## src/siggen_pkg.sv

```systemverilog
////////////////////////////////////////////////////////////////////////////
// Shared definitions for the signal generator: register map, waveform
// codes, stream and header structs, quarter-wave sine table
////////////////////////////////////////////////////////////////////////////
`default_nettype none

package siggen_pkg;

  // User register map, above the shell register space
  localparam logic [7:0] SR_FREQ      = 8'd128;
  localparam logic [7:0] SR_SID       = 8'd129;
  localparam logic [7:0] SR_ENABLE    = 8'd132;
  localparam logic [7:0] SR_AMPLITUDE = 8'd138;
  localparam logic [7:0] SR_PKT_SIZE  = 8'd140;
  localparam logic [7:0] SR_WAVEFORM  = 8'd142;

  // Waveform codes, anything else is silent
  localparam logic [2:0] WAVE_CONST = 3'd0;
  localparam logic [2:0] WAVE_SINE  = 3'd1;

  // Samples per packet after reset
  localparam logic [15:0] DEF_PKT_SIZE = 16'd16;

  // Settings bus write, one cycle per strobe
  typedef struct packed {
    logic        stb;
    logic [7:0]  addr;
    logic [31:0] data;
  } set_bus_t;

  typedef struct packed {
    logic [31:0] freq;
    logic [31:0] amplitude;
    logic        enable;
    logic [2:0]  wave;
    logic [15:0] pkt_size;
    logic [15:0] src_sid;
    logic [15:0] dst_sid;
  } siggen_cfg_t;

  // I in the upper half, Q in the lower half
  typedef struct packed {
    logic signed [15:0] i;
    logic signed [15:0] q;
  } sample_t;

  // Length counts bytes, four per sample
  typedef struct packed {
    logic [11:0] seqnum;
    logic [15:0] length;
    logic [15:0] src_sid;
    logic [15:0] dst_sid;
  } hdr_t;

  ////////////////////////////////////////////////////////////////////////////
  // Quarter-wave table, entry n is round(32767 * sin((2n+1) * pi / 256))
  // Half-step offset makes the cosine a plain mirror of the sine
  ////////////////////////////////////////////////////////////////////////////
  localparam int LUT_BITS = 6;

  localparam logic [14:0] SINE_LUT [0:(1<<LUT_BITS)-1] = '{
    15'd402,   15'd1206,  15'd2009,  15'd2811,  15'd3612,  15'd4410,  15'd5205,  15'd5998,
    15'd6786,  15'd7571,  15'd8351,  15'd9126,  15'd9896,  15'd10659, 15'd11417, 15'd12167,
    15'd12910, 15'd13645, 15'd14372, 15'd15090, 15'd15800, 15'd16499, 15'd17189, 15'd17869,
    15'd18537, 15'd19195, 15'd19841, 15'd20475, 15'd21096, 15'd21705, 15'd22301, 15'd22884,
    15'd23452, 15'd24007, 15'd24547, 15'd25072, 15'd25582, 15'd26077, 15'd26556, 15'd27019,
    15'd27466, 15'd27896, 15'd28310, 15'd28706, 15'd29085, 15'd29447, 15'd29791, 15'd30117,
    15'd30424, 15'd30714, 15'd30985, 15'd31237, 15'd31470, 15'd31685, 15'd31880, 15'd32057,
    15'd32213, 15'd32351, 15'd32469, 15'd32567, 15'd32646, 15'd32705, 15'd32745, 15'd32765
  };

endpackage

`default_nettype wire

```

## src/siggen_packetizer.sv

```systemverilog
////////////////////////////////////////////////////////////////////////////
// Packetizer: output register stage that frames samples into packets
// and attaches the packet header to every beat
////////////////////////////////////////////////////////////////////////////
`default_nettype none

module siggen_packetizer import siggen_pkg::*; (
  input  wire         ce_clk,
  input  wire         i_rst_n,
  input  siggen_cfg_t i_cfg,
  input  sample_t     i_sample,
  input  wire         i_valid,
  output logic        o_ready,
  output sample_t     o_tdata,
  output hdr_t        o_tuser,
  output logic        o_tlast,
  output logic        o_tvalid,
  input  wire         i_tready
);

  logic [15:0] beat_cnt;
  logic [11:0] seqnum;

  // Held for the rest of the packet
  logic [15:0] size_q;
  logic [15:0] src_q;
  logic [15:0] dst_q;

  logic        take;
  logic        first_beat;
  logic        last_beat;
  logic [15:0] cur_size;
  hdr_t        hdr_next;

  assign o_ready = !o_tvalid || i_tready;
  assign take    = i_valid && o_ready;

  // First beat reads the live config, later beats the latched copy
  assign first_beat = (beat_cnt == 16'd0);
  assign cur_size   = first_beat ? i_cfg.pkt_size : size_q;
  assign last_beat  = (beat_cnt == cur_size - 16'd1);

  always_comb begin
    hdr_next.seqnum  = seqnum;
    hdr_next.length  = {cur_size[13:0], 2'b00};
    hdr_next.src_sid = first_beat ? i_cfg.src_sid : src_q;
    hdr_next.dst_sid = first_beat ? i_cfg.dst_sid : dst_q;
  end

  always_ff @(posedge ce_clk) begin
    if (!i_rst_n) begin
      o_tvalid <= 1'b0;
      beat_cnt <= '0;
      seqnum   <= '0;
    end else if (take) begin
      o_tvalid <= 1'b1;
      if (last_beat) begin
        beat_cnt <= '0;
        seqnum   <= seqnum + 12'd1;
      end else begin
        beat_cnt <= beat_cnt + 16'd1;
      end
    end else if (i_tready) begin
      o_tvalid <= 1'b0;
    end
  end

  always_ff @(posedge ce_clk) begin
    if (take) begin
      o_tdata <= i_sample;
      o_tuser <= hdr_next;
      o_tlast <= last_beat;
      if (first_beat) begin
        size_q <= i_cfg.pkt_size;
        src_q  <= i_cfg.src_sid;
        dst_q  <= i_cfg.dst_sid;
      end
    end
  end

endmodule

`default_nettype wire

```

## src/siggen_settings.sv

```systemverilog
////////////////////////////////////////////////////////////////////////////
// Settings register file: decodes settings bus writes into the
// generator configuration
////////////////////////////////////////////////////////////////////////////
`default_nettype none

module siggen_settings import siggen_pkg::*; (
  input  wire         ce_clk,
  input  wire         i_rst_n,
  input  set_bus_t    i_set,
  output siggen_cfg_t o_cfg
);

  logic [15:0] pkt_size_wr;

  // Zero-length packets are not allowed
  assign pkt_size_wr = (i_set.data[15:0] == 16'd0) ? 16'd1 : i_set.data[15:0];

  always_ff @(posedge ce_clk) begin
    if (!i_rst_n) begin
      o_cfg          <= '0;
      o_cfg.pkt_size <= DEF_PKT_SIZE;
    end else if (i_set.stb) begin
      case (i_set.addr)
        SR_FREQ: begin
          o_cfg.freq <= i_set.data;
        end
        SR_SID: begin
          // Source ID in the upper half, destination in the lower
          o_cfg.src_sid <= i_set.data[31:16];
          o_cfg.dst_sid <= i_set.data[15:0];
        end
        SR_ENABLE: begin
          o_cfg.enable <= i_set.data[0];
        end
        SR_AMPLITUDE: begin
          o_cfg.amplitude <= i_set.data;
        end
        SR_PKT_SIZE: begin
          o_cfg.pkt_size <= pkt_size_wr;
        end
        SR_WAVEFORM: begin
          o_cfg.wave <= i_set.data[2:0];
        end
        default: begin
          // Address belongs to another block
        end
      endcase
    end
  end

endmodule

`default_nettype wire

```

## src/siggen_sine.sv

```systemverilog
////////////////////////////////////////////////////////////////////////////
// Sine tone source: phase accumulator, quarter-wave lookup and amplitude
// scaling in a three-stage stall-all pipeline
////////////////////////////////////////////////////////////////////////////
`default_nettype none

module siggen_sine import siggen_pkg::*; (
  input  wire         ce_clk,
  input  wire         i_rst_n,
  input  siggen_cfg_t i_cfg,
  output sample_t     o_sample,
  output logic        o_valid,
  input  wire         i_ready
);

  // Stage 1 is the accumulator itself
  logic [31:0] phase_acc;
  logic        ph_valid;
  sample_t     lut_q;
  logic        lut_valid;
  logic        advance;

  logic signed [15:0] amp;
  logic signed [31:0] prod_i;
  logic signed [31:0] prod_q;

  // Map a phase onto cosine and sine through the first-quadrant table
  function automatic sample_t quarter_lookup(input logic [31:0] phase);
    logic [1:0]          quad;
    logic [LUT_BITS-1:0] idx;
    logic [LUT_BITS-1:0] idx_rev;
    logic signed [15:0]  fwd;
    logic signed [15:0]  rev;
    sample_t             s;
    quad    = phase[31:30];
    idx     = phase[29 -: LUT_BITS];
    idx_rev = ~idx;
    fwd     = signed'({1'b0, SINE_LUT[idx]});
    rev     = signed'({1'b0, SINE_LUT[idx_rev]});
    case (quad)
      2'd0:    begin s.i =  rev; s.q =  fwd; end
      2'd1:    begin s.i = -fwd; s.q =  rev; end
      2'd2:    begin s.i = -rev; s.q = -fwd; end
      default: begin s.i =  fwd; s.q = -rev; end
    endcase
    return s;
  endfunction

  // Everything moves together, or nothing does
  assign advance = !o_valid || i_ready;

  assign amp    = signed'(i_cfg.amplitude[15:0]);
  assign prod_i = lut_q.i * amp;
  assign prod_q = lut_q.q * amp;

  always_ff @(posedge ce_clk) begin
    if (!i_rst_n || !i_cfg.enable) begin
      phase_acc <= '0;
      ph_valid  <= 1'b0;
      lut_valid <= 1'b0;
      o_valid   <= 1'b0;
    end else if (advance) begin
      // Step only once the current phase moves on
      if (ph_valid) begin
        phase_acc <= phase_acc + i_cfg.freq;
      end
      ph_valid  <= 1'b1;
      lut_valid <= ph_valid;
      o_valid   <= lut_valid;
    end
  end

  always_ff @(posedge ce_clk) begin
    if (advance) begin
      lut_q      <= quarter_lookup(phase_acc);
      o_sample.i <= prod_i[30:15];
      o_sample.q <= prod_q[30:15];
    end
  end

endmodule

`default_nettype wire

```

## src/siggen_source_select.sv

```systemverilog
////////////////////////////////////////////////////////////////////////////
// Constant source, waveform mux and enable gating
////////////////////////////////////////////////////////////////////////////
`default_nettype none

module siggen_source_select import siggen_pkg::*; (
  input  siggen_cfg_t i_cfg,
  input  sample_t     i_sine,
  input  wire         i_sine_valid,
  input  wire         i_ready,
  output logic        o_sine_ready,
  output sample_t     o_sample,
  output logic        o_valid
);

  logic    sel_sine;
  logic    sel_const;
  sample_t const_sample;
  logic    src_valid;

  assign sel_sine  = (i_cfg.wave == WAVE_SINE);
  assign sel_const = (i_cfg.wave == WAVE_CONST);

  // Constant source repeats the amplitude register forever
  assign const_sample = sample_t'(i_cfg.amplitude);

  always_comb begin
    if (sel_sine) begin
      o_sample  = i_sine;
      src_valid = i_sine_valid;
    end else begin
      o_sample  = const_sample;
      src_valid = sel_const;
    end
  end

  // Unknown codes give nothing at all
  assign o_valid = src_valid && i_cfg.enable;

  // The constant source never stalls, so only the sine pipe sees ready
  assign o_sine_ready = sel_sine && i_ready;

endmodule

`default_nettype wire

```

## src/siggen_top.sv

```systemverilog
////////////////////////////////////////////////////////////////////////////
// Signal generator top level: settings, sine source, selector, packetizer
////////////////////////////////////////////////////////////////////////////
`default_nettype none

module siggen_top import siggen_pkg::*; (
  input  wire      ce_clk,
  input  wire      i_rst_n,
  input  set_bus_t i_set,
  output sample_t  o_tdata,
  output hdr_t     o_tuser,
  output logic     o_tlast,
  output logic     o_tvalid,
  input  wire      i_tready
);

  siggen_cfg_t cfg;
  sample_t     sine_sample;
  logic        sine_valid;
  logic        sine_ready;
  sample_t     sel_sample;
  logic        sel_valid;
  logic        sel_ready;

  siggen_settings u_settings (
    .ce_clk(ce_clk), .i_rst_n(i_rst_n), .i_set(i_set), .o_cfg(cfg)
  );

  siggen_sine u_sine (
    .ce_clk(ce_clk), .i_rst_n(i_rst_n), .i_cfg(cfg),
    .o_sample(sine_sample), .o_valid(sine_valid), .i_ready(sine_ready)
  );

  // Combinational, so the packetizer register is the only output stage
  siggen_source_select u_select (
    .i_cfg(cfg), .i_sine(sine_sample), .i_sine_valid(sine_valid), .i_ready(sel_ready),
    .o_sine_ready(sine_ready), .o_sample(sel_sample), .o_valid(sel_valid)
  );

  siggen_packetizer u_packetizer (
    .ce_clk(ce_clk), .i_rst_n(i_rst_n), .i_cfg(cfg),
    .i_sample(sel_sample), .i_valid(sel_valid), .o_ready(sel_ready),
    .o_tdata(o_tdata), .o_tuser(o_tuser), .o_tlast(o_tlast), .o_tvalid(o_tvalid),
    .i_tready(i_tready)
  );

endmodule

`default_nettype wire

```

## config.mk

```make
export PLATFORM = sky130hd
export DESIGN_NAME = siggen_top
export DESIGN_NICKNAME = d
export VERILOG_FILES = /design/src/siggen_pkg.sv /design/src/siggen_packetizer.sv /design/src/siggen_settings.sv /design/src/siggen_sine.sv /design/src/siggen_source_select.sv /design/src/siggen_top.sv
export SDC_FILE = /design/constraint.sdc
export NUM_CORES = 2
export LEC_CHECK = 0
export BUFFER_PORTS_ARGS = -buffer_cell sky130_fd_sc_hd__clkbuf_2
export CORE_MARGIN = 2
export CORE_UTILIZATION = 59
export DETAILED_ROUTE_END_ITERATION = 7
export PLACE_DENSITY = 0.81
export REMOVE_ABC_BUFFERS = 1
export SLEW_MARGIN = 10
export SYNTH_ARGS = -nofsm -noshare
export SYNTH_HDL_FRONTEND = slang
export SYNTH_HIERARCHICAL = 1
export SYNTH_SLANG_ARGS = --single-unit
```

## constraint.sdc

```tcl
create_clock -name ce_clk -period 6.9 [get_ports ce_clk]
set_clock_uncertainty 0.05 [all_clocks]
set_input_delay 0.345 -clock ce_clk [delete_from_list [all_inputs] [get_ports ce_clk]]
set_output_delay 0.345 -clock ce_clk [all_outputs]
set_load 0.01 [all_outputs]
```

==> flow_summary.json <==
{
  "cp_top_family": "adder cells",
  "syn_area_um2": 37400,
  "netlist_instances": 3972,
  "cp.arrival_ps": 6980,
  "numCtsBuffers": 39,
  "status": "finished, final reports clean",
  "clkTransAtPathRegs_ps": 60,
  "wl_met2_mm": 45.3,
  "worstMarginPinSlew_ps": 1040,
  "top_layer": "met4",
  "dp_slack_ps": 5.24,
  "fin_crit_sh": 0.970,
  "critical_path_class": "flop to flop",
  "ant_nets": 0,
  "grt_pass1_wl_mm": 156,
  "htreeDepth": 2,
  "clk_latency_ps": 590,
  "overflow": 0,
  "worst-path-buf-inv": 6,
  "min_to": "u_settings/o_cfg[115]",
  "ios": 138,
  "cts_tree": "built",
  "place_congestion": 0.947,
  "fmax_mhz": 149,
  "synth-warning-count": 6,
  "rr_endpoint": "u_sine/o_sample[14]",
  "ctsLongestPathBuffers": 3,
  "power_density_nw_per_um2": 109,
  "power_mw": 4.42,
  "slew_headroom": 0.303,
  "fin_tns_setup_ps": 0,
  "wl_met1_mm": 39.2,
  "vias_per_cell": 5.92,
  "port_buffers": 135,
  "initialDrtViolationCount": 2961,
  "finalSetupViolCount": 0,
  "avgSynthCellArea_um2": 9.42,
  "worstSetupStartpoint": "u_sine/lut_q[6]",
  "met3_wirelength_mm": 8.17,
  "max_stage_delay_ps": 770,
  "path_max_fanout": 10,
  "cp_slowest_cell": "or4b_2",
  "dieHeight_um": 256,
  "hp-start": "i_set[31]",
  "finalCriticalPeriod_ps": 6690,
  "r2r_slack_ps": 210,
  "initial_core_util": 0.595,
  "regArea_um2": 8330,
  "utilization": 0.642,
  "synth_area_leaders": "fa_1, edfxtp_1, dfxtp_1, ha_1, inv_1",
  "ys_ff_latch": 337,
  "endpoint_kind": "flop",
  "peakVddDrop_mv": 0.164,
  "hp-class": "input port to flop",
  "synth_seq_area_share": 0.222,
  "grt_pass1_vias": 29285,
  "antenna_found_initial": 2,
  "drv_cap": 0,
  "multi_input_area_um2": 25800,
  "clock-sinks": 337,
  "dieArea_um2": 65500,
  "wl_mm": 96.6,
  "cts-root-buf": "clkbuf_16",
  "final_area_um2": 40400,
  "most-common-layout-cells": "inv_1, nand2_1, fa_1",
  "num_antenna_cells": 0,
  "rr_startpoint": "u_sine/lut_q[6]",
  "route.detailed.drc": 0,
  "cp-start-kind": "flop",
  "synth.distinct_cells": 99,
  "area_growth_pct": 7.91,
  "worstPathCellList": "nand2_1, fa_1, inv_1, fa_1, inv_1, fa_1, inv_1, fa_1, fa_1, inv_1, fa_1, inv_1, ha_1, and3_1, o211ai_1, or4b_2, a211oi_1, buf_4, o2111ai_1, nand3b_1, a21oi_1, xnor2_1",
  "grt_max_degree": 88,
  "timing.final.ws_setup_ps": 210,
  "synth_ff_type": "dfxtp_1",
  "synth_area_leader_cell": "fa_1",
  "timing_hold_violations_final": 0,
  "synth_top_area_share": 0.273,
  "routedWlPerCell_um": 19.7,
  "rsz0062_at_grt": "no",
  "drt-pass1-iter-count": 6,
  "layout_commonest_cell": "inv_1",
  "cpMostUsedCell": "fa_1",
  "hpwlAfterDp_mm": 72.4,
  "final_layout_size_suffix_gt1_frac": 0.103,
  "required_ps": 7190,
  "grt_usage": 0.298,
  "rows": 92,
  "nNetsFinal": 4795,
  "coreArea_um2": 62900,
  "die_x_um": 256,
  "async_reset_ff_frac": 0,
  "drv_slew": 0,
  "leakage_nw": 19.4,
  "place_area_um2": 38900,
  "vias": 29053,
  "synth_edf_count": 157,
  "whs_path_depth": 3,
  "fillers": 4990,
  "worst_r2r_path_depth": 22
}
worst min-delay path: stages:
cell and delay (ps):
clkbuf_2 110, nand2_1 110, mux2i_1 80
power by group:
part | internal [mW] | switching [mW] | total (mW) | leakage [nW]
clock network | 1.32 | 0.924 | 2.24 | 0.692
registers | 2.07 | 0.00150 | 2.08 | 3.20
logic | 0.0257 | 0.0718 | 0.0976 | 15.5
total | 3.42 | 0.997 | 4.42 | 19.4
stage by stage:
step,hold WS [ps],cells
2_1_floorplan,358,3754
3_3_place_gp,361,4832
3_5_place_dp,363,4832
4_1_cts,22.4,4904
5_1_grt,50.0,4909
6_report,55.4,4909
cell usage after synthesis, types with 23 or more instances:
master    count
inv_1       597
nand4_1      24
nand3_1      64
nand2_1     532
or3_1        28
nor2_1      148
xor2_1       33
o21ai_0      92
a211oi_1     23
nor2b_1      50
xnor2_1      94
a21o_1       25
clkbuf_1    149
mux2_2       43
and2_1      242
buf_2        27
edfxtp_1    157
fa_1        511
mux2i_1     145
nand2b_1     29
a21oi_1     128
nor3_1       47
dfxtp_1     180
ha_1        208
repair_timing:
| item | 4_1_cts | 5_1_grt |
|---|---|---|
| buffers inserted | 0 | 5 |
| setup endpoints to repair | 0 | 13 |
| resized for setup | 0 | 4 |
| hold buffers | 0 | 0 |
| endpoints found under the hold margin | 0 | 0 |
how the worst max path moves through the flow:
stage	endpoint	slack, ps	cells past startpoint
2_1_floorplan	u_sine/o_sample[31]	440	21
3_3_place_gp	u_sine/o_sample[31]	240	21
3_5_place_dp	u_sine/o_sample[31]	5	21
4_1_cts	u_sine/o_sample[31]	20	21
5_1_grt	u_sine/o_sample[15]	0.03	21
6_report	u_sine/o_sample[14]	210	22
cell families (layout without fill, tap and decap cells):
logic type	after synthesis	count (layout)	share of synthesized area
AND/OR/NAND/NOR	1287	1287	0.172
buffers and inverters	819	909	0.0878
adder cells (fa/ha/maj)	719	719	0.343
AO/OA/AOI/OAI	482	482	0.0869
flip-flops	337	337	0.222
multiplexers	200	200	0.0578
XOR/XNOR	127	127	0.0297
other	1	2	0.000100
flip-flops by register name (all words and copies together), names as in the netlist, 12 cells and up:
register,count
u_packetizer/beat_cnt,16
u_packetizer/size_q,16
u_packetizer/o_tdata,32
u_packetizer/src_q,16
u_packetizer/o_tuser,12
u_sine/phase_acc,32
u_sine/lut_q,32
u_packetizer/dst_q,16
u_settings/o_cfg,116
u_packetizer/seqnum,12
u_sine/o_sample,32
cell type report:
class,count,area share
Clock buffer,56,0.0298
Sequential cell,337,0.206
Multi-Input combinational cell,2817,0.640
Timing Repair Buffer,237,0.0364
Clock inverter,16,0.00536
Inverter,600,0.0558
Tap cell,846,0.0262
per-layer routing:
layer,track usage,vias up
li1,-,13063
met3,0.0452,245
met5,0,-
met1,0.412,14384
met4,0.114,0
met2,0.476,1361
(Power assumes the default switching activity.)
